<file path="src/verilog/soc_cfg_pkg.sv">
// soc configuration: address map, memory sizes, bus widths and id code
`default_nettype none

package soc_cfg_pkg;

  // bus widths
  localparam int unsigned AddrWidth       = 32;
  localparam int unsigned DataWidth       = 128;
  localparam int unsigned StrbWidth       = DataWidth / 8;
  localparam int unsigned PeriphDataWidth = 32;

  // transaction ids, host side and internal slots
  localparam int unsigned HostIdWidth = 4;
  localparam int unsigned SlotIdWidth = 2;
  localparam int unsigned NumSlots    = 4;

  // address map
  localparam logic [AddrWidth-1:0] L2BaseAddr     = 32'h1C00_0000;
  localparam int unsigned          L2NumBytes     = 4096;
  localparam logic [AddrWidth-1:0] PeriphBaseAddr = 32'h1A10_0000;
  localparam int unsigned          PeriphNumBytes = 32768;

  // peripheral register file
  localparam int unsigned          NumScratch   = 8;
  localparam logic [AddrWidth-1:0] IdCodeOffset = 32'h20;
  localparam logic [31:0]          IdCode       = 32'h249511C3;

endpackage

`default_nettype wire

</file>
<file path="src/verilog/soc_bus_pkg.sv">
// soc bus payloads: request and response structs for host, internal and peripheral links
`default_nettype none

package soc_bus_pkg;

  // host port, full width, 4-bit transaction id
  typedef struct packed {
    logic                                  write;
    logic [soc_cfg_pkg::AddrWidth-1:0]     addr;
    logic [soc_cfg_pkg::DataWidth-1:0]     wdata;
    logic [soc_cfg_pkg::StrbWidth-1:0]     strb;
    logic [soc_cfg_pkg::HostIdWidth-1:0]   id;
  } host_req_t;

  typedef struct packed {
    logic [soc_cfg_pkg::DataWidth-1:0]     rdata;
    logic                                  err;
    logic [soc_cfg_pkg::HostIdWidth-1:0]   id;
  } host_rsp_t;

  // internal links carry the remapped slot instead of the host id
  typedef struct packed {
    logic                                  write;
    logic [soc_cfg_pkg::AddrWidth-1:0]     addr;
    logic [soc_cfg_pkg::DataWidth-1:0]     wdata;
    logic [soc_cfg_pkg::StrbWidth-1:0]     strb;
    logic [soc_cfg_pkg::SlotIdWidth-1:0]   slot;
  } int_req_t;

  typedef struct packed {
    logic [soc_cfg_pkg::DataWidth-1:0]     rdata;
    logic                                  err;
    logic [soc_cfg_pkg::SlotIdWidth-1:0]   slot;
  } int_rsp_t;

  // narrow peripheral link, no id
  typedef struct packed {
    logic                                      write;
    logic [soc_cfg_pkg::AddrWidth-1:0]         addr;
    logic [soc_cfg_pkg::PeriphDataWidth-1:0]   wdata;
    logic [soc_cfg_pkg::PeriphDataWidth/8-1:0] strb;
  } periph_req_t;

  typedef struct packed {
    logic [soc_cfg_pkg::PeriphDataWidth-1:0] rdata;
  } periph_rsp_t;

endpackage

`default_nettype wire

</file>
<file path="src/verilog/soc_addr_decode.sv">
// address decoder: routes requests to l2 or peripherals in order, answers unmapped ones
`default_nettype none

module soc_addr_decode (
  input  wire logic                   clk_i,
  input  wire logic                   arst_n_i,
  input  soc_bus_pkg::int_req_t       slv_req_i,
  input  wire logic                   slv_req_valid_i,
  output logic                        slv_req_ready_o,
  output soc_bus_pkg::int_rsp_t       slv_rsp_o,
  output logic                        slv_rsp_valid_o,
  input  wire logic                   slv_rsp_ready_i,
  output soc_bus_pkg::int_req_t       l2_req_o,
  output logic                        l2_req_valid_o,
  input  wire logic                   l2_req_ready_i,
  input  soc_bus_pkg::int_rsp_t       l2_rsp_i,
  input  wire logic                   l2_rsp_valid_i,
  output logic                        l2_rsp_ready_o,
  output soc_bus_pkg::int_req_t       periph_req_o,
  output logic                        periph_req_valid_o,
  input  wire logic                   periph_req_ready_i,
  input  soc_bus_pkg::int_rsp_t       periph_rsp_i,
  input  wire logic                   periph_rsp_valid_i,
  output logic                        periph_rsp_ready_o
);

  typedef enum logic [1:0] {
    tgt_l2,
    tgt_periph,
    tgt_err
  } tgt_e;

  tgt_e                                tgt_sel;
  tgt_e                                tgt_q;
  logic [soc_cfg_pkg::SlotIdWidth:0]   cnt_q;
  logic                                can_issue;
  logic                                err_valid_q;
  logic [soc_cfg_pkg::SlotIdWidth-1:0] err_slot_q;
  logic                                err_ready;
  logic                                req_xfer;
  logic                                rsp_xfer;

  always_comb begin
    if (slv_req_i.addr >= soc_cfg_pkg::L2BaseAddr &&
        slv_req_i.addr < soc_cfg_pkg::L2BaseAddr + soc_cfg_pkg::L2NumBytes) begin
      tgt_sel = tgt_l2;
    end else if (slv_req_i.addr >= soc_cfg_pkg::PeriphBaseAddr &&
                 slv_req_i.addr < soc_cfg_pkg::PeriphBaseAddr + soc_cfg_pkg::PeriphNumBytes) begin
      tgt_sel = tgt_periph;
    end else begin
      tgt_sel = tgt_err;
    end
  end

  // only one target may have requests in flight, keeps responses ordered
  assign can_issue = (cnt_q == '0) || (tgt_sel == tgt_q);
  assign err_ready = !err_valid_q || slv_rsp_ready_i;

  assign l2_req_o           = slv_req_i;
  assign periph_req_o       = slv_req_i;
  assign l2_req_valid_o     = slv_req_valid_i && can_issue && tgt_sel == tgt_l2;
  assign periph_req_valid_o = slv_req_valid_i && can_issue && tgt_sel == tgt_periph;

  always_comb begin
    case (tgt_sel)
      tgt_l2:     slv_req_ready_o = can_issue & l2_req_ready_i;
      tgt_periph: slv_req_ready_o = can_issue & periph_req_ready_i;
      default:    slv_req_ready_o = can_issue & err_ready;
    endcase
  end

  // response mux follows the target of the outstanding requests
  always_comb begin
    case (tgt_q)
      tgt_l2: begin
        slv_rsp_o       = l2_rsp_i;
        slv_rsp_valid_o = l2_rsp_valid_i;
      end
      tgt_periph: begin
        slv_rsp_o       = periph_rsp_i;
        slv_rsp_valid_o = periph_rsp_valid_i;
      end
      default: begin
        slv_rsp_o.rdata = '0;
        slv_rsp_o.err   = 1'b1;
        slv_rsp_o.slot  = err_slot_q;
        slv_rsp_valid_o = err_valid_q;
      end
    endcase
  end

  assign l2_rsp_ready_o     = slv_rsp_ready_i && tgt_q == tgt_l2;
  assign periph_rsp_ready_o = slv_rsp_ready_i && tgt_q == tgt_periph;

  assign req_xfer = slv_req_valid_i & slv_req_ready_o;
  assign rsp_xfer = slv_rsp_valid_o & slv_rsp_ready_i;

  always_ff @(posedge clk_i or negedge arst_n_i) begin
    if (!arst_n_i) begin
      cnt_q       <= '0;
      tgt_q       <= tgt_l2;
      err_valid_q <= 1'b0;
    end else begin
      cnt_q <= cnt_q + req_xfer - rsp_xfer;
      if (req_xfer) tgt_q <= tgt_sel;
      if (req_xfer && tgt_sel == tgt_err) begin
        err_valid_q <= 1'b1;
      end else if (rsp_xfer && tgt_q == tgt_err) begin
        err_valid_q <= 1'b0;
      end
    end
  end

  always_ff @(posedge clk_i) begin
    if (req_xfer && tgt_sel == tgt_err) err_slot_q <= slv_req_i.slot;
  end

  // no target may answer a request it never got
  assert property (@(posedge clk_i) disable iff (!arst_n_i)
    (l2_rsp_valid_i || periph_rsp_valid_i || err_valid_q) |-> cnt_q != '0);

endmodule

`default_nettype wire

</file>
<file path="config.mk">
export PLATFORM = sky130hd
export DESIGN_NAME = soc_addr_decode
export DESIGN_NICKNAME = d
export VERILOG_FILES = /design/src/verilog/soc_cfg_pkg.sv /design/src/verilog/soc_bus_pkg.sv /design/src/verilog/soc_addr_decode.sv
export SDC_FILE = /design/constraint.sdc
export NUM_CORES = 1
export LEC_CHECK = 0
export BUFFER_PORTS_ARGS = -buffer_cell sky130_fd_sc_hd__buf_2
export CORE_AREA = 10 10 363 365
export DETAILED_ROUTE_END_ITERATION = 10
export DIE_AREA = 0 0 373 375
export GPL_TIMING_DRIVEN = 0
export PLACE_DENSITY_LB_ADDON = 0.15
export SYNTH_ARGS = -nofsm -noshare
export SYNTH_HDL_FRONTEND = slang
export SYNTH_SLANG_ARGS = --single-unit
</file>
<file path="constraint.sdc">
create_clock -name clk_i -period 2.6 [get_ports clk_i]
set_input_delay 0.39 -clock clk_i [delete_from_list [all_inputs] [get_ports clk_i]]
set_output_delay 0.39 -clock clk_i [all_outputs]
set_load 0.01 [all_outputs]
</file>
Word level (Yosys, flattened, before mapping)
Index checks and enable logic that the tools add are counted.
{ "totals": {"register_bits": 8, "in_bits": 449, "out_inout_bits": 495, "word_cells": 43} }
{ "op_classes": {"add_sub_neg": 2, "magnitude_cmp": 4, "n_eq_ne": 5, "muxes": 7, "n_bitwise": 5, "reduce_logical": 16} }
{ "ops": {"columns": ["op", "n"], "rows": [
  ["one-hot mux 131 bit (2 select lines)", 1],
  [">= comparator 32 x 29 -> 1 bit, second input constant", 2],
  ["less-than comparator 32 x 29 -> 1 bit, second input constant", 2],
  ["logical AND 1 bit", 9],
  ["bitwise AND 1 bit", 5],
  ["equality test 2 x 1 -> 1 bit, second input constant", 2],
  ["equality test 2 bit, second input constant", 2],
  ["zero test 2 bit", 2],
  ["2-to-1 mux 2 bit", 2],
  ["one-hot mux 1 bit (2 select lines)", 2],
  ["adder 3 x 1 -> 3 bit", 1],
  ["zero test 3 bit", 1],
  ["subtractor 3 x 1 -> 3 bit", 1],
  ["equality test 2 bit", 1],
  ["logical OR 1 bit", 2],
  ["2-to-1 mux 1 bit", 2],
  ["nonzero test 2 bit", 1],
  ["zero test 1 bit", 1]
]} }

Depth between registers and ports, before layout
Gate-level depths: netlist of run 1.
{ "depth": {"ltp_word": 11, "depth_mapped": 11, "ltp_nobuf": 11} }

Worst setup path after synthesis of run 1
OpenSTA, ideal clock, no wires.
{ "synth_timing": {"path_type": "input-to-reg", "start": "input port slv_req_i[171] (netlist bit)", "end": "register cnt_q[2] (netlist bit)", "setup_time_ns": 0.123, "t_arrival_ns": 2.608, "required_ns": 2.477, "slack_ns": -0.130, "cell_stages": 11, "n_path_buf": 0, "path_cell_list": "or4_4 > o31a_1 > o31ai_4 > o21ai_2 > nor2_1 > inv_1 > ha_1 > inv_1 > ha_1 > fa_1 > xnor2_1"} }
{ "synth_via": {"elab_chain_len": 11, "elab_cells_between_ends": 19, "cone_classes": "add/sub (2); order compare (4); eq/ne (2); mux (3); bitwise (4); reduce/logical (4)"} }
{ "synth_lines": {"columns": ["item", "line", "rtl"], "rows": [
  ["start, declared", "soc_addr_decode.sv:7", "input soc_bus_pkg::int_req_t slv_req_i,"],
  [">= comparator 32 x 29 -> 1 bit / less-than comparator 32 x 29 -> 1 bit (equally long branches)", "soc_addr_decode.sv:47, soc_addr_decode.sv:48", null],
  ["logical AND 1 bit", "soc_addr_decode.sv:47", "end else if (slv_req_i.addr >= soc_cfg_pkg::PeriphBaseAddr &&"],
  ["2-to-1 mux 2 bit", "soc_addr_decode.sv:47", null],
  ["2-to-1 mux 2 bit (*)", "soc_addr_decode.sv:44", "if (slv_req_i.addr >= soc_cfg_pkg::L2BaseAddr &&"],
  ["equality test 2 bit", "soc_addr_decode.sv:56", "assign can_issue = (cnt_q == '0) || (tgt_sel == tgt_q);"],
  ["logical OR 1 bit", "soc_addr_decode.sv:56", null],
  ["bitwise AND 1 bit, on equally long branches", "soc_addr_decode.sv:68, soc_addr_decode.sv:66, soc_addr_decode.sv:67", null],
  ["one-hot mux 1 bit (2 select lines) (*)", "soc_addr_decode.sv:65", "case (tgt_sel)"],
  ["bitwise AND 1 bit (*)", "soc_addr_decode.sv:95", "assign req_xfer = slv_req_valid_i & slv_req_ready_o;"],
  ["adder 3 x 1 -> 3 bit (*)", "soc_addr_decode.sv:104", "cnt_q <= cnt_q + req_xfer - rsp_xfer;"],
  ["subtractor 3 x 1 -> 3 bit (*)", "soc_addr_decode.sv:104", null],
  ["end signal, assigned", "soc_addr_decode.sv:104", null],
  ["end, declared", "soc_addr_decode.sv:35", "logic [soc_cfg_pkg::SlotIdWidth:0] cnt_q;"]
]} }
Every way passes the cells marked *; elsewhere a longest branch is shown, timed or not.
A chain may end at the register's enable or synchronous reset.

Worst setup path after layout of run 1
{ "layout_timing": {"start": "input port slv_req_i[159] (netlist bit)", "end": "register cnt_q[2] (netlist bit)"} }
Same word-level chain as after synthesis.

==> results by stage, run 1 <==
Outcome:
- The run finished with clean final reports.

Logic synthesis:
- After synthesis, the cell types taking the most area are sky130_fd_sc_hd__buf_4 51%, sky130_fd_sc_hd__mux2i_1 25%, sky130_fd_sc_hd__nor2_1 9.3%.
- The register area share after synthesis is 4.02%.
- The average instance in the mapped netlist occupies 7.39 um2.
- The number of nets in the synthesized netlist is 1160.
- The fraction of registers with async set or reset after synthesis is 75.0%.
- Counting flops with a built-in enable in the synthesized netlist gives 2.
- The most used flip-flop cell after synthesis is sky130_fd_sc_hd__dfrtp_1.
- By instance count, the leading cell after synthesis is sky130_fd_sc_hd__buf_4.
- During synthesis, Yosys emitted a total of 0 warnings.
- The biggest area consumer among synthesized cells is sky130_fd_sc_hd__buf_4.
- In the synthesized netlist, the number of instances is 708.
- The number of synthesized register bits is 8.
- The number of distinct library cell variants in the gate-level netlist after synthesis is 44.
- By count the netlist is led by 358 x sky130_fd_sc_hd__buf_4, 131 x sky130_fd_sc_hd__mux2i_1, 130 x sky130_fd_sc_hd__nor2_1.
- The top cell type by area accounts for 51.4% of the synthesized area.
- The post-synthesis instance area is 5230 um2.

Detailed routing:
- The routed layout has 7271 vias.
- After detailed routing, the total wire length is 68.0 mm.
- The average vias per placed instance is 2.30.
- The initial DRC count is 212.
- The count of unresolved DRC violations after routing is 0.
- For this run, the detailed router's first-pass iteration total came to 4.
- The detail route stage leaves a number of antenna-violating nets equal to 0.
- The mean routed wirelength per cell is 21.5 um.

STA:
- The final setup violation count is 0.
- The transition time of the tightest slew-check pin is 0.697 ns.
- The final sum of negative setup slack is 0 ns.
- Setup repair after global routing could not meet its margin everywhere.
- In the finished design, the share of the clock period the worst path needs comes to 99.5%.
- The max-slew violation count is 0.
- The hold slack is 0.523 ns.
- The minimum clock period after layout is 2.59 ns.
- The maximum clock skew at final layout is 0.00216 ns.
- Measured against its own limit, the worst slew margin works out to 53.5%.
- Based on the critical path, the design can be clocked at up to 387 MHz.
- The slack of the critical path is 0.0127 ns.
- The number of failing hold endpoints at the final stage is 0.

Floorplanning:
- The starting density of the core is 4.19%.
- The floorplan step defined a die boundary enclosing 140000 um2.
- Measured along the y axis, the die boundary spans 375 um.
- For this design the top-level I/O count stands at 944.
- The area of the core is 125000 um2.
- The floorplan step set the die width to 373 um.
- The floorplan row count is 130.

Layout:
- Counting the fill cells in the layout gives 14.7k.
- The area growth from synthesis to layout is 131%.
- The final layout contains 1957 nets.
- The ratio of cells with drive above 1 in the final layout is 83.4%.

Clock tree:
- The CTS clock-pin slew for the worst setup and hold paths is 0.04 ns.
- The cell sitting at the root of the clock tree is a sky130_fd_sc_hd__clkbuf_16.
- The later pin in the worst-skew pair is clocked with a latency of 0.23 ns.
- TritonCTS built the clock tree.
- The number of levels in the clock H-tree is 1.
- Clock tree synthesis inserted a total of 3 buffers.
- The maximum buffer depth of the clock tree is 2.
- The clock drives 8 sinks.

Critical path:
- The worst register-to-register path begins at tgt_q[0]$_DFFE_PN0P_.
- STA puts the critical path data required time at 2.72 ns.
- The end of the worst register-to-register path is cnt_q[2]$_DFF_PN0_.
- The critical path in this run is classified as input pin to flip-flop.
- The worst setup path is captured at a flip-flop.
- The worst reg-to-reg path cell count is 9.
- The endpoint arrival time on the critical path is 2.70 ns.
- The worst register-to-register path has a setup slack of 0.15 ns.
- The worst setup path is launched from an input pin.
- The maximum fanout count along the critical path is 3.

Run:
- Max-cap violations in this run came to 0.

Global routing:
- Global routing finished with a remaining overflow of 0.
- The number of global-route vias before repair is 7809.
- Global routing used 9.06% of the available tracks.
- Entering global routing, the biggest net connects 11 pins.
- The number of antenna violations at the first check in global routing is 28.
- The first global-routing pass estimated 84.6 mm of wire.

Pwr:
- The analysis attributes to cell leakage a power of 5.99 nW.
- The worst-case vdd ir drop is 0.221 mV.
- The total power density per cell area is 369 nW/um2.

Worst hold path:
- The path class of the lowest-slack min-delay path is input pin to flip-flop.
- The endpoint with the worst hold slack is err_slot_q[1]$_DFFE_PP_.
- The launch instance of the worst min-delay path is slv_req_i[1].
- The number of stages on the worst hold path is 1.

Place:
- The number of buffers added on ports is 786.
- The half-perimeter wire length after detailed placement is 65.8 mm.
- Prior to clock tree synthesis, the placed netlist has a worst setup slack of -1.03 ns.
- The final RePlAce weighted congestion is 0.764.
==> cells in the final DEF, fill, tap and decap left out, types with 2 or more instances in the layout <==
master | Yosys | routed
sky130_fd_sc_hd__buf_2 | 6 | 789
sky130_fd_sc_hd__buf_4 | 358 | 368
sky130_fd_sc_hd__buf_6 | 0 | 4
sky130_fd_sc_hd__buf_8 | 0 | 2
sky130_fd_sc_hd__clkbuf_1 | 13 | 13
sky130_fd_sc_hd__clkbuf_16 | 0 | 3
sky130_fd_sc_hd__dfrtp_1 | 6 | 6
sky130_fd_sc_hd__diode_2 | 0 | 8
sky130_fd_sc_hd__edfxtp_1 | 2 | 2
sky130_fd_sc_hd__inv_1 | 5 | 5
sky130_fd_sc_hd__mux2i_1 | 131 | 66
sky130_fd_sc_hd__mux2i_2 | 0 | 32
sky130_fd_sc_hd__mux2i_4 | 0 | 33
sky130_fd_sc_hd__nand2_1 | 4 | 4
sky130_fd_sc_hd__nor2_1 | 130 | 129
sky130_fd_sc_hd__nor3_2 | 1 | 2
sky130_fd_sc_hd__nor4b_2 | 0 | 2
sky130_fd_sc_hd__o21ai_0 | 6 | 6
==> cell type report <==
type | instances | area, um2 | area share [%]
timing repair buffer | 792 | 4000 | 33.1
buffer | 388 | 2890 | 23.9
multi-input combinational | 307 | 2790 | 23.1
tap | 1650 | 2060 | 17.1
sequential | 8 | 210 | 1.74
clock buffer | 4 | 78.8 | 0.654
antenna | 8 | 20.0 | 0.166
inverter | 5 | 18.8 | 0.156
==> worst max-delay path, stage by stage <==
cell                      delay (ns)
sky130_fd_sc_hd__buf_6          0.09
sky130_fd_sc_hd__or4_4          0.54
sky130_fd_sc_hd__o31a_1         0.29
sky130_fd_sc_hd__o31ai_4        0.23
sky130_fd_sc_hd__o21ai_4        0.08
sky130_fd_sc_hd__nor2_2         0.11
sky130_fd_sc_hd__inv_1          0.04
sky130_fd_sc_hd__ha_1           0.26
sky130_fd_sc_hd__inv_1          0.04
sky130_fd_sc_hd__ha_2           0.16
sky130_fd_sc_hd__fa_2           0.33
sky130_fd_sc_hd__xnor2_1        0.13
==> flip-flops by register name, indices dropped and copies added (netlist names) <==
| register | count |
|---|---|
| cnt_q | 3 |
| err_valid_q | 1 |
| err_slot_q | 2 |
| tgt_q | 2 |
==> repair_timing <==
item / 4_1_cts / 5_1_grt
hold endpoints to repair: 6 / 0
gates resized for setup: 139 / 10
setup endpoints to repair: 141 / 22
pin swaps: 11 / 6
buffers inserted: 5 / 0
hold buffers: 1 / 0
==> worst max path at each step <==
stage | startpoint | to | slack, ns | depth (start not counted)
2_1_floorplan | slv_req_i[171] | cnt_q[2]$_DFF_PN0_ | -0.11 | 11
3_3_place_gp | tgt_q[0]$_DFFE_PN0P_ | slv_rsp_o[88] | -1.0 | 6
3_5_place_dp | tgt_q[0]$_DFFE_PN0P_ | slv_rsp_o[88] | -1.03 | 6
4_1_cts | slv_req_i[159] | cnt_q[2]$_DFF_PN0_ | -0.11 | 12
5_1_grt | slv_req_i[159] | cnt_q[2]$_DFF_PN0_ | -0.10 | 12
6_report | slv_req_i[159] | cnt_q[2]$_DFF_PN0_ | 0.01 | 12
==> logic make-up after synthesis <==
| family | share of synthesized area, % |
|---|---|
| xor+xnor | 0.335 |
| simple gates | 12.7 |
| compound gates | 3.04 |
| fa+ha+maj | 0.861 |
| buf+inv | 54.0 |
| mux | 25.1 |
| flops | 4.02 |
==> per-stage QoR <==
step	total power [mW]	cell area [um2]	cells	utilization, %
CTS	4.67	12000	3154	9.62
detailed placement	4.27	11200	3144	9.00
floorplan	1.93	5230	708	-
global route	4.81	12000	3158	9.66
finish	4.45	12100	3162	9.67
global placement	4.27	11200	3144	9.00
==> where the power goes <==
group	switching, mW	internal [mW]
sequential	0.0429	0.184
clock	0.0664	0.205
combinational	2.45	1.50
==> per-layer routing <==
layer / part of all wire, % / track usage (%)
met1: 40 / 10.5
met2: 50 / 16.3
met3: 9.3 / 3.35
met4: 0.53 / 0.734
met5: 0.17 / 0
(Power assumes the default switching activity.)
==> run 2, diff against run 1 <==
--- a/config.mk
+++ b/config.mk
@@ -5,12 +5,14 @@
 export SDC_FILE = /design/constraint.sdc
 export NUM_CORES = 1
 export LEC_CHECK = 0
+export ABC_CLOCK_PERIOD_IN_PS = 2600
 export BUFFER_PORTS_ARGS = -buffer_cell sky130_fd_sc_hd__buf_2
 export CORE_AREA = 10 10 363 365
 export DETAILED_ROUTE_END_ITERATION = 10
 export DIE_AREA = 0 0 373 375
 export GPL_TIMING_DRIVEN = 0
 export PLACE_DENSITY_LB_ADDON = 0.15
+export REMOVE_ABC_BUFFERS = 1
 export SYNTH_ARGS = -nofsm -noshare
 export SYNTH_HDL_FRONTEND = slang
 export SYNTH_SLANG_ARGS = --single-unit
==> results by stage, run 2 (same netlist as run 1, synthesis figures left out) <==
Floorplanning:
- The die is 373 um wide.
- The top-level I/O count is 944.
- Measured along the y axis, the die boundary spans 375 um.
- The floorplan has 130 rows.
- The region available for standard cell placement spans 125000 um2.
- The floorplan die area is 140000 um2.
- The initial utilization of the core area, before any placement, comes to 4.19%.

Layout:
- The register with the most flip-flops in the final layout is cnt_q.
- The final net count is 1269.
- The area of the multi-input gates is 2270 um2.
- Leaving out fill and tap cells, the most frequent cells in the layout are 469 x sky130_fd_sc_hd__buf_2, 130 x sky130_fd_sc_hd__nor2_1, 129 x sky130_fd_sc_hd__mux2i_1.
- The area taken by flip-flops and latches is 218 um2.
- The largest registers in the layout are cnt_q x3, err_slot_q x2, tgt_q x2.
- The ratio of cells with drive above 1 in the final layout is 63.7%.
- The most common cell after layout, fill and taps aside is sky130_fd_sc_hd__buf_2.
- The number of fillers in the final layout is 14.9k.
- The area growth from synthesis to layout is 40.0%.
- The number of flip-flops under the largest register name is 3.

Pwr:
- In this run switching power makes up 64.6% of total power.
- Summed over all nets, the switching power comes to 2.65 mW.
- The overall power of the completed layout is 4.11 mW.
- The worst-case vdd ir drop is 0.340 mV.
- The clock group share of total power is 8.4%.
- The sequential group share of total power is 5.6%.
- The internal power of the cells totals 1.45 mW.
- The leakage power of the design is 2.87 nW.
- The share of total power dissipated in combinational logic is 86.0%.
- The total power density per cell area is 560 nW/um2.

STA:
- The number of failing hold endpoints at the final stage was 0.
- The minimum clock period after layout is 2.59 ns.
- The final setup violation count is 0.
- Based on the critical path, the design can be clocked at up to 387 MHz.
- Setup repair after global routing could not meet its margin everywhere.
- The post-route fraction of the period consumed by the critical path is 99.5%.
- The worst pin sits at a relative slew slack of 60.0%.
- The slack of the critical path is 0.0139 ns.
- For the final database, setup skew stands at 0.0174 ns.
- The max-slew violation count is 0.
- For the pin with the worst max-slew slack, the measured transition is 0.598 ns.

Global routing:
- The global routing usage summed across all routing layers is 14.6%.
- The number of global-route vias before repair is 6281.
- Entering global routing, the biggest net connects 75 pins.
- The number of antenna violations at the first check in global routing is 20.
- The first global-routing pass estimated 124 mm of wire.
- The residual overflow from global routing is 0.

Clock tree:
- The number of clock sinks is 8.
- Counting along the longest clock path gives a buffer depth of 2.
- The cell sitting at the root of the clock tree is a sky130_fd_sc_hd__clkbuf_16.
- The number of clock buffers added by TritonCTS is 3.
- The clock tree from TritonCTS is built.
- Clock-pin slew was measured on the worst setup and hold paths at 0.07 ns.
- CTS built an H-tree with a depth of 1.
- Clock latency on the worst-skew pair, taken at its later pin, is 0.28 ns.

Critical path:
- Traced cell by cell, the critical path runs through mux2i_1, o21ai_0, and2_1, ha_1, inv_2, ha_4, fa_2, xnor2_1.
- The worst setup path is captured at a flip-flop.
- Of all nets on the critical path, the largest fanout is 8.
- The critical setup path kind is flip-flop to flip-flop.
- In this design, the stage delay of the slowest critical-path cell is 0.58 ns.
- The required time at the endpoint of the critical path is 2.75 ns.
- The worst setup path is launched from a flip-flop.
- Data arrives at the worst endpoint at 2.73 ns.
- Among all stages on the critical path, the largest delay is contributed by sky130_fd_sc_hd__dfrtp_4.

Place:
- The half-perimeter wire length after detailed placement is 94.2 mm.
- In this run the tool buffered the top-level ports with 472 buffer cells.
- The setup slack at placement is -0.776 ns.
- The congestion estimate from routability-driven global placement came to 0.766.

Detailed routing:
- For this block, the initial DRC count from the detailed router was 374.
- Dividing the detail-routed wire length by the instance count gives 43.4 um.
- Dividing the detail-routed via count by the number of cells gives 2.41.
- The number of iterations in the first detailed-routing pass is 4.
- The total wire length after detailed routing is 107 mm.
- The remaining antenna violation count after routing is 0.
- After detailed routing, the number of remaining DRC violations is 0.
- The detailed-route via count is 5968.

Run:
- The number of violations of the max-capacitance limit is 0.

Worst hold path:
- The path class of the lowest-slack min-delay path is input pin to flip-flop.

Outcome:
- The run finished with clean final reports.
run 2: cell count changes in the layout (fill, tap and decap cells not counted), moves of 4 or more:
| cell | before | now |
|---|---|---|
| sky130_fd_sc_hd__buf_16 | 0 | 4 |
| sky130_fd_sc_hd__buf_2 | 789 | 469 |
| sky130_fd_sc_hd__buf_4 | 368 | 11 |
| sky130_fd_sc_hd__clkbuf_1 | 13 | 1 |
| sky130_fd_sc_hd__mux2i_1 | 66 | 129 |
| sky130_fd_sc_hd__mux2i_2 | 32 | 2 |
| sky130_fd_sc_hd__mux2i_4 | 33 | 0 |
run 2: per-layer routing:
metal  wire (um)  track usage, %  vias to the layer above
li1            -               -                     2149
met1       45200            17.2                     2707
met2       35600            17.0                      987
met3       24200            15.9                       92
met4        1150            1.43                       33
met5        1300            7.41                        -
run 2: path summary, 6_finish.rpt:
| kind | startpoint | endpoint | slack [ns] | cells after the start |
|---|---|---|---|---|
| min in group asynchronous | arst_n_i | err_valid_q$_DFFE_PN0P_ | 0.54 | 2 |
| min reg2reg | cnt_q[0]$_DFF_PN0_ | cnt_q[0]$_DFF_PN0_ | 0.53 | 1 |
| max reg2reg | tgt_q[0]$_DFFE_PN0P_ | cnt_q[2]$_DFF_PN0_ | 0.01 | 8 |
| min | slv_req_i[0] | err_slot_q[0]$_DFFE_PP_ | 0.33 | 1 |
| max | tgt_q[0]$_DFFE_PN0P_ | cnt_q[2]$_DFF_PN0_ | 0.01 | 8 |
| max in group asynchronous | arst_n_i | tgt_q[0]$_DFFE_PN0P_ | 1.86 | 2 |
run 2: per-stage QoR:
stage	setup TNS [ns]	hold WS (ns)	utilization, %	instance area (um2)	std cells
finish	0	0.330	5.87	7330	2473
global route	-0.189	0.327	5.86	7310	2466
CTS	-0.0659	0.319	5.81	7250	2463
detailed placement	-5.28	0.237	5.56	6940	2445
global placement	-696.57	0.233	5.49	6850	2442
floorplan	-379.10	0.0944	-	2420	320
run 2: cell type report:
cell class	count	share of cell area, %
antenna	7	0.239
clock buffer	4	1.08
inverter	5	0.256
multi-input combinational	307	31.0
sequential	8	2.97
tap	1650	28.2
timing repair buffer	492	36.3
run 2: what timing repair did:
| item | in CTS | in global routing |
|---|---|---|
| endpoints found under the hold margin | 6 | 0 |
| cloned | 0 | 0 |
| endpoints found under the setup margin | 76 | 4 |
| gates resized for setup | 14 | 10 |
| pin swaps | 4 | 2 |
| hold buffers | 1 | 0 |
| buffers inserted | 13 | 3 |
run 2: power by group through the flow:
| stage | Clock (mW) | Sequential, mW | Combinational, mW |
|---|---|---|---|
| 3_5_place_dp | 0 | 0.416 | 3.33 |
| 2_1_floorplan | 0 | 0.412 | 0.928 |
| 5_1_grt | 0.379 | 0.239 | 3.87 |
| 4_1_cts | 0.375 | 0.229 | 3.77 |
| 6_report | 0.344 | 0.231 | 3.53 |
| 3_3_place_gp | 0 | 0.446 | 2.31 |
run 2: critical path: cells and delay by family, from the launching register on:
kind / cells / cell delay [ns]
AO/OA/AOI/OAI: 1 / 0.25
XOR/XNOR: 1 / 0.13
adder cells (fa/ha/maj): 3 / 0.76
buffers and inverters: 1 / 0.05
flip-flops: 1 / 0.58
multiplexers: 1 / 0.46
AND/OR/NAND/NOR: 1 / 0.22
==> run 3, diff against run 2 <==
--- a/config.mk
+++ b/config.mk
@@ -11,7 +11,6 @@
 export DETAILED_ROUTE_END_ITERATION = 10
 export DIE_AREA = 0 0 373 375
 export GPL_TIMING_DRIVEN = 0
-export PLACE_DENSITY_LB_ADDON = 0.15
 export REMOVE_ABC_BUFFERS = 1
 export SYNTH_ARGS = -nofsm -noshare
 export SYNTH_HDL_FRONTEND = slang
==> constraint.sdc (replaced) <==
create_clock -name clk_i -period 2.6 [get_ports clk_i]
set_input_delay 0.39 -clock clk_i [delete_from_list [all_inputs] [get_ports clk_i]]
set_output_delay 0.39 -clock clk_i [all_outputs]
set_load 0.1 [all_outputs]
==> results by stage, run 3 (same netlist as run 1, synthesis figures left out) <==
Place:
- During placement, the flow inserted port buffers numbering 472.
- The cell area after placement is 6960 um2.
- The number of cells in the design after placement is 2446.
- The half-perimeter wire length after detailed placement is 111 mm.
- The final RePlAce weighted congestion is 0.803.

Layout:
- In the final layout, the registers with the most flip-flops are cnt_q x3, err_slot_q x2, tgt_q x2.
- The final net count is 1270.
- The most common cell after layout, fill and taps aside is sky130_fd_sc_hd__buf_2.
- cnt_q holds more flip-flops than any other register.
- Compared with the post-synthesis result, the final layout area differs by 45.6%.
- The number of flip-flops under the largest register name is 3.
- After routing the design area is 7620 um2.
- Of the cells placed in the final design, the portion with a size suffix greater than 1 is 64.0%.
- The count of non-filler cells in the finished layout is 2472.
- The top cell types in the final layout, fill and taps aside, are 421 x sky130_fd_sc_hd__buf_2, 130 x sky130_fd_sc_hd__nor2_1, 126 x sky130_fd_sc_hd__mux2i_1.
- The share of the core filled with cells is 6.10%.

Global routing:
- The number of global-route vias before repair was 6182.
- For this run, the total global-route usage over all layers was measured as 17.0%.
- The largest net degree at the start of global routing is 75.
- The global-route wire length before repair is 141 mm.
- The residual overflow from global routing is 0.
- The number of antenna violations at the first check in global routing is 14.

Outcome:
- The flow ran to the end, but the final reports show violations.
- The checks that failed: negative setup slack.

STA:
- For the pin with the worst max-slew slack, the measured transition is 0.891 ns.
- The maximum clock skew at final layout is 0.00200 ns.
- Summed over all failing endpoints, the final setup total negative slack is -0.142 ns.
- Setup violations remaining at the end of the flow were counted as 2.
- The number of failing hold endpoints at the final stage is 0.
- The maximum achievable frequency is 372 MHz.
- The hold slack is 0.361 ns.
- Across all setup checks in the final design, the least slack found is -0.0852 ns.
- In this run the tightest slew margin relative to its limit is 41.0%.
- The max-slew violation count came to 0.
- The minimum clock period after layout is 2.69 ns.
- Setup repair after global routing could not meet its margin everywhere.
- The post-route fraction of the period consumed by the critical path is 103%.

Floorplanning:
- The height of the die is 375 um.
- The area of the core is 125000 um2.
- The width of the die is 373 um.
- Once the floorplan was initialized, standard cells occupied 4.19% of the core.
- The floorplan row count is 130.
- The die covers 140000 um2.
- During I/O placement, the number of pins put on the boundary was 944.

Clock tree:
- The maximum buffer depth of the clock tree is 2.
- At the later pin of the worst-skew pair, clock insertion delay measures 0.24 ns.
- After clock tree synthesis, the clock-pin slew on the worst setup and hold paths is 0.04 ns.
- The number of levels in the clock H-tree is 1.
- In this run, CTS created clock tree buffers numbering 3.
- The root buffer cell is sky130_fd_sc_hd__clkbuf_16.
- TritonCTS built the clock tree.
- The clock net in this run drives a total of 8 sinks.

Critical path:
- In this run the worst setup path terminates at cnt_q[2]$_DFF_PN0_.
- The kind of start point of the critical path is an input pin.
- The setup slack on the worst flop-to-flop path is -0.04 ns.
- The launching element of the worst setup path is slv_req_i[158].
- The critical register-to-register path startpoint is tgt_q[0]$_DFFE_PN0P_.
- The required time at the endpoint of the critical path is 2.72 ns.
- Data arrives at the worst endpoint at 2.80 ns.
- The worst setup path is of the input pin to flip-flop kind.
- The kind of end point of the critical path is a flip-flop.
- The worst reg-to-reg path cell count is 11.
- The worst register-to-register path ends at cnt_q[2]$_DFF_PN0_.
- The maximum fanout count along the critical path is 4.

Pwr:
- The worst-case vdd ir drop is 0.975 mV.
- In this run the power density over the cells is 1160 nW/um2.
- Summed over all cells, the static leakage comes to 2.97 nW.

Detailed routing:
- The number of iterations in the first detailed-routing pass is 4.
- The count of unresolved DRC violations after routing is 0.
- Using the TritonRoute via totals, the vias-per-cell ratio works out to 2.42.
- The total wire length after detailed routing is 124 mm.
- The detailed-route via count is 5982.
- After detailed routing, the average wire length per cell comes to 50.4 um.
- The remaining antenna violation count after routing is 0.
- After the first detailed-routing iteration, the DRC count stood at 345.

Worst hold path:
- The path class of the lowest-slack min-delay path is input pin to flip-flop.

Run:
- The tool flagged a number of max-cap violations equal to 0.
run 3: changes by cell type in the layout (fill, tap and decap cells not counted), sizes merged:
cell / delta
buf: -8
clkbuf: +7
bufbuf: +2
diode: -2
run 3: area by class of cell:
| class | instances | area, um2 |
|---|---|---|
| antenna | 5 | 12.5 |
| clock buffer | 4 | 78.8 |
| fill | 14800 | 117000 |
| inverter | 5 | 18.8 |
| multi-input combinational | 307 | 2330 |
| sequential | 8 | 218 |
| tap | 1650 | 2060 |
| timing repair buffer | 493 | 2890 |
run 3: layer usage:
layer	share of wire (%)	up-vias	GRT usage [%]
li1	-	2145	-
met1	36	2637	17.3
met2	37	1093	22.8
met3	23	80	18.7
met4	1.8	27	3.00
met5	1.4	-	8.54
run 3: how the worst min path moves through the flow:
| stage | endpoint | from | slack (ns) | cells past startpoint |
|---|---|---|---|---|
| floorplan | cnt_q[0]$_DFF_PN0_ | arst_n_i | 0.09 | 0 |
| global placement | cnt_q[2]$_DFF_PN0_ | arst_n_i | 0.22 | 1 |
| detailed placement | cnt_q[2]$_DFF_PN0_ | arst_n_i | 0.22 | 1 |
| CTS | err_slot_q[0]$_DFFE_PP_ | slv_req_i[0] | 0.36 | 1 |
| global route | err_slot_q[0]$_DFFE_PP_ | slv_req_i[0] | 0.37 | 1 |
| finish | err_slot_q[0]$_DFFE_PP_ | slv_req_i[0] | 0.36 | 1 |
run 3: critical path: stages:
cell and delay [ns]:
sky130_fd_sc_hd__buf_6 0.09, sky130_fd_sc_hd__or4_4 0.53, sky130_fd_sc_hd__o31a_1 0.28, sky130_fd_sc_hd__o31ai_4 0.25
sky130_fd_sc_hd__o21ai_4 0.10, sky130_fd_sc_hd__nor2_1 0.12, sky130_fd_sc_hd__inv_1 0.06, sky130_fd_sc_hd__ha_1 0.27
sky130_fd_sc_hd__inv_1 0.04, sky130_fd_sc_hd__ha_2 0.17, sky130_fd_sc_hd__fa_2 0.35, sky130_fd_sc_hd__xnor2_2 0.14
run 3: where the power goes:
part / switching [mW] / total [mW] / leakage [nW] / internal (mW)
Clock: 0.0684 / 0.273 / 0.0382 / 0.205
Combinational: 7.09 / 8.24 / 2.84 / 1.15
Sequential: 0.106 / 0.294 / 0.0878 / 0.188
run 3: repair_timing:
| action | 4_1_cts | 5_1_grt |
|---|---|---|
| cloned | 2 | 1 |
| buffers inserted | 9 | 4 |
| endpoints found under the setup margin | 85 | 14 |
| pin swaps | 9 | 12 |
| hold buffers | 1 | 0 |
| gates resized for setup | 63 | 25 |
| endpoints found under the hold margin | 6 | 0 |
run 3: stage by stage:
step	setup WS [ns]	power [mW]
finish	-0.0852	8.81
global route	-0.154	9.33
CTS	-0.132	9.08
detailed placement	-1.11	8.50
global placement	-5.98	5.89
floorplan	-5.40	5.46
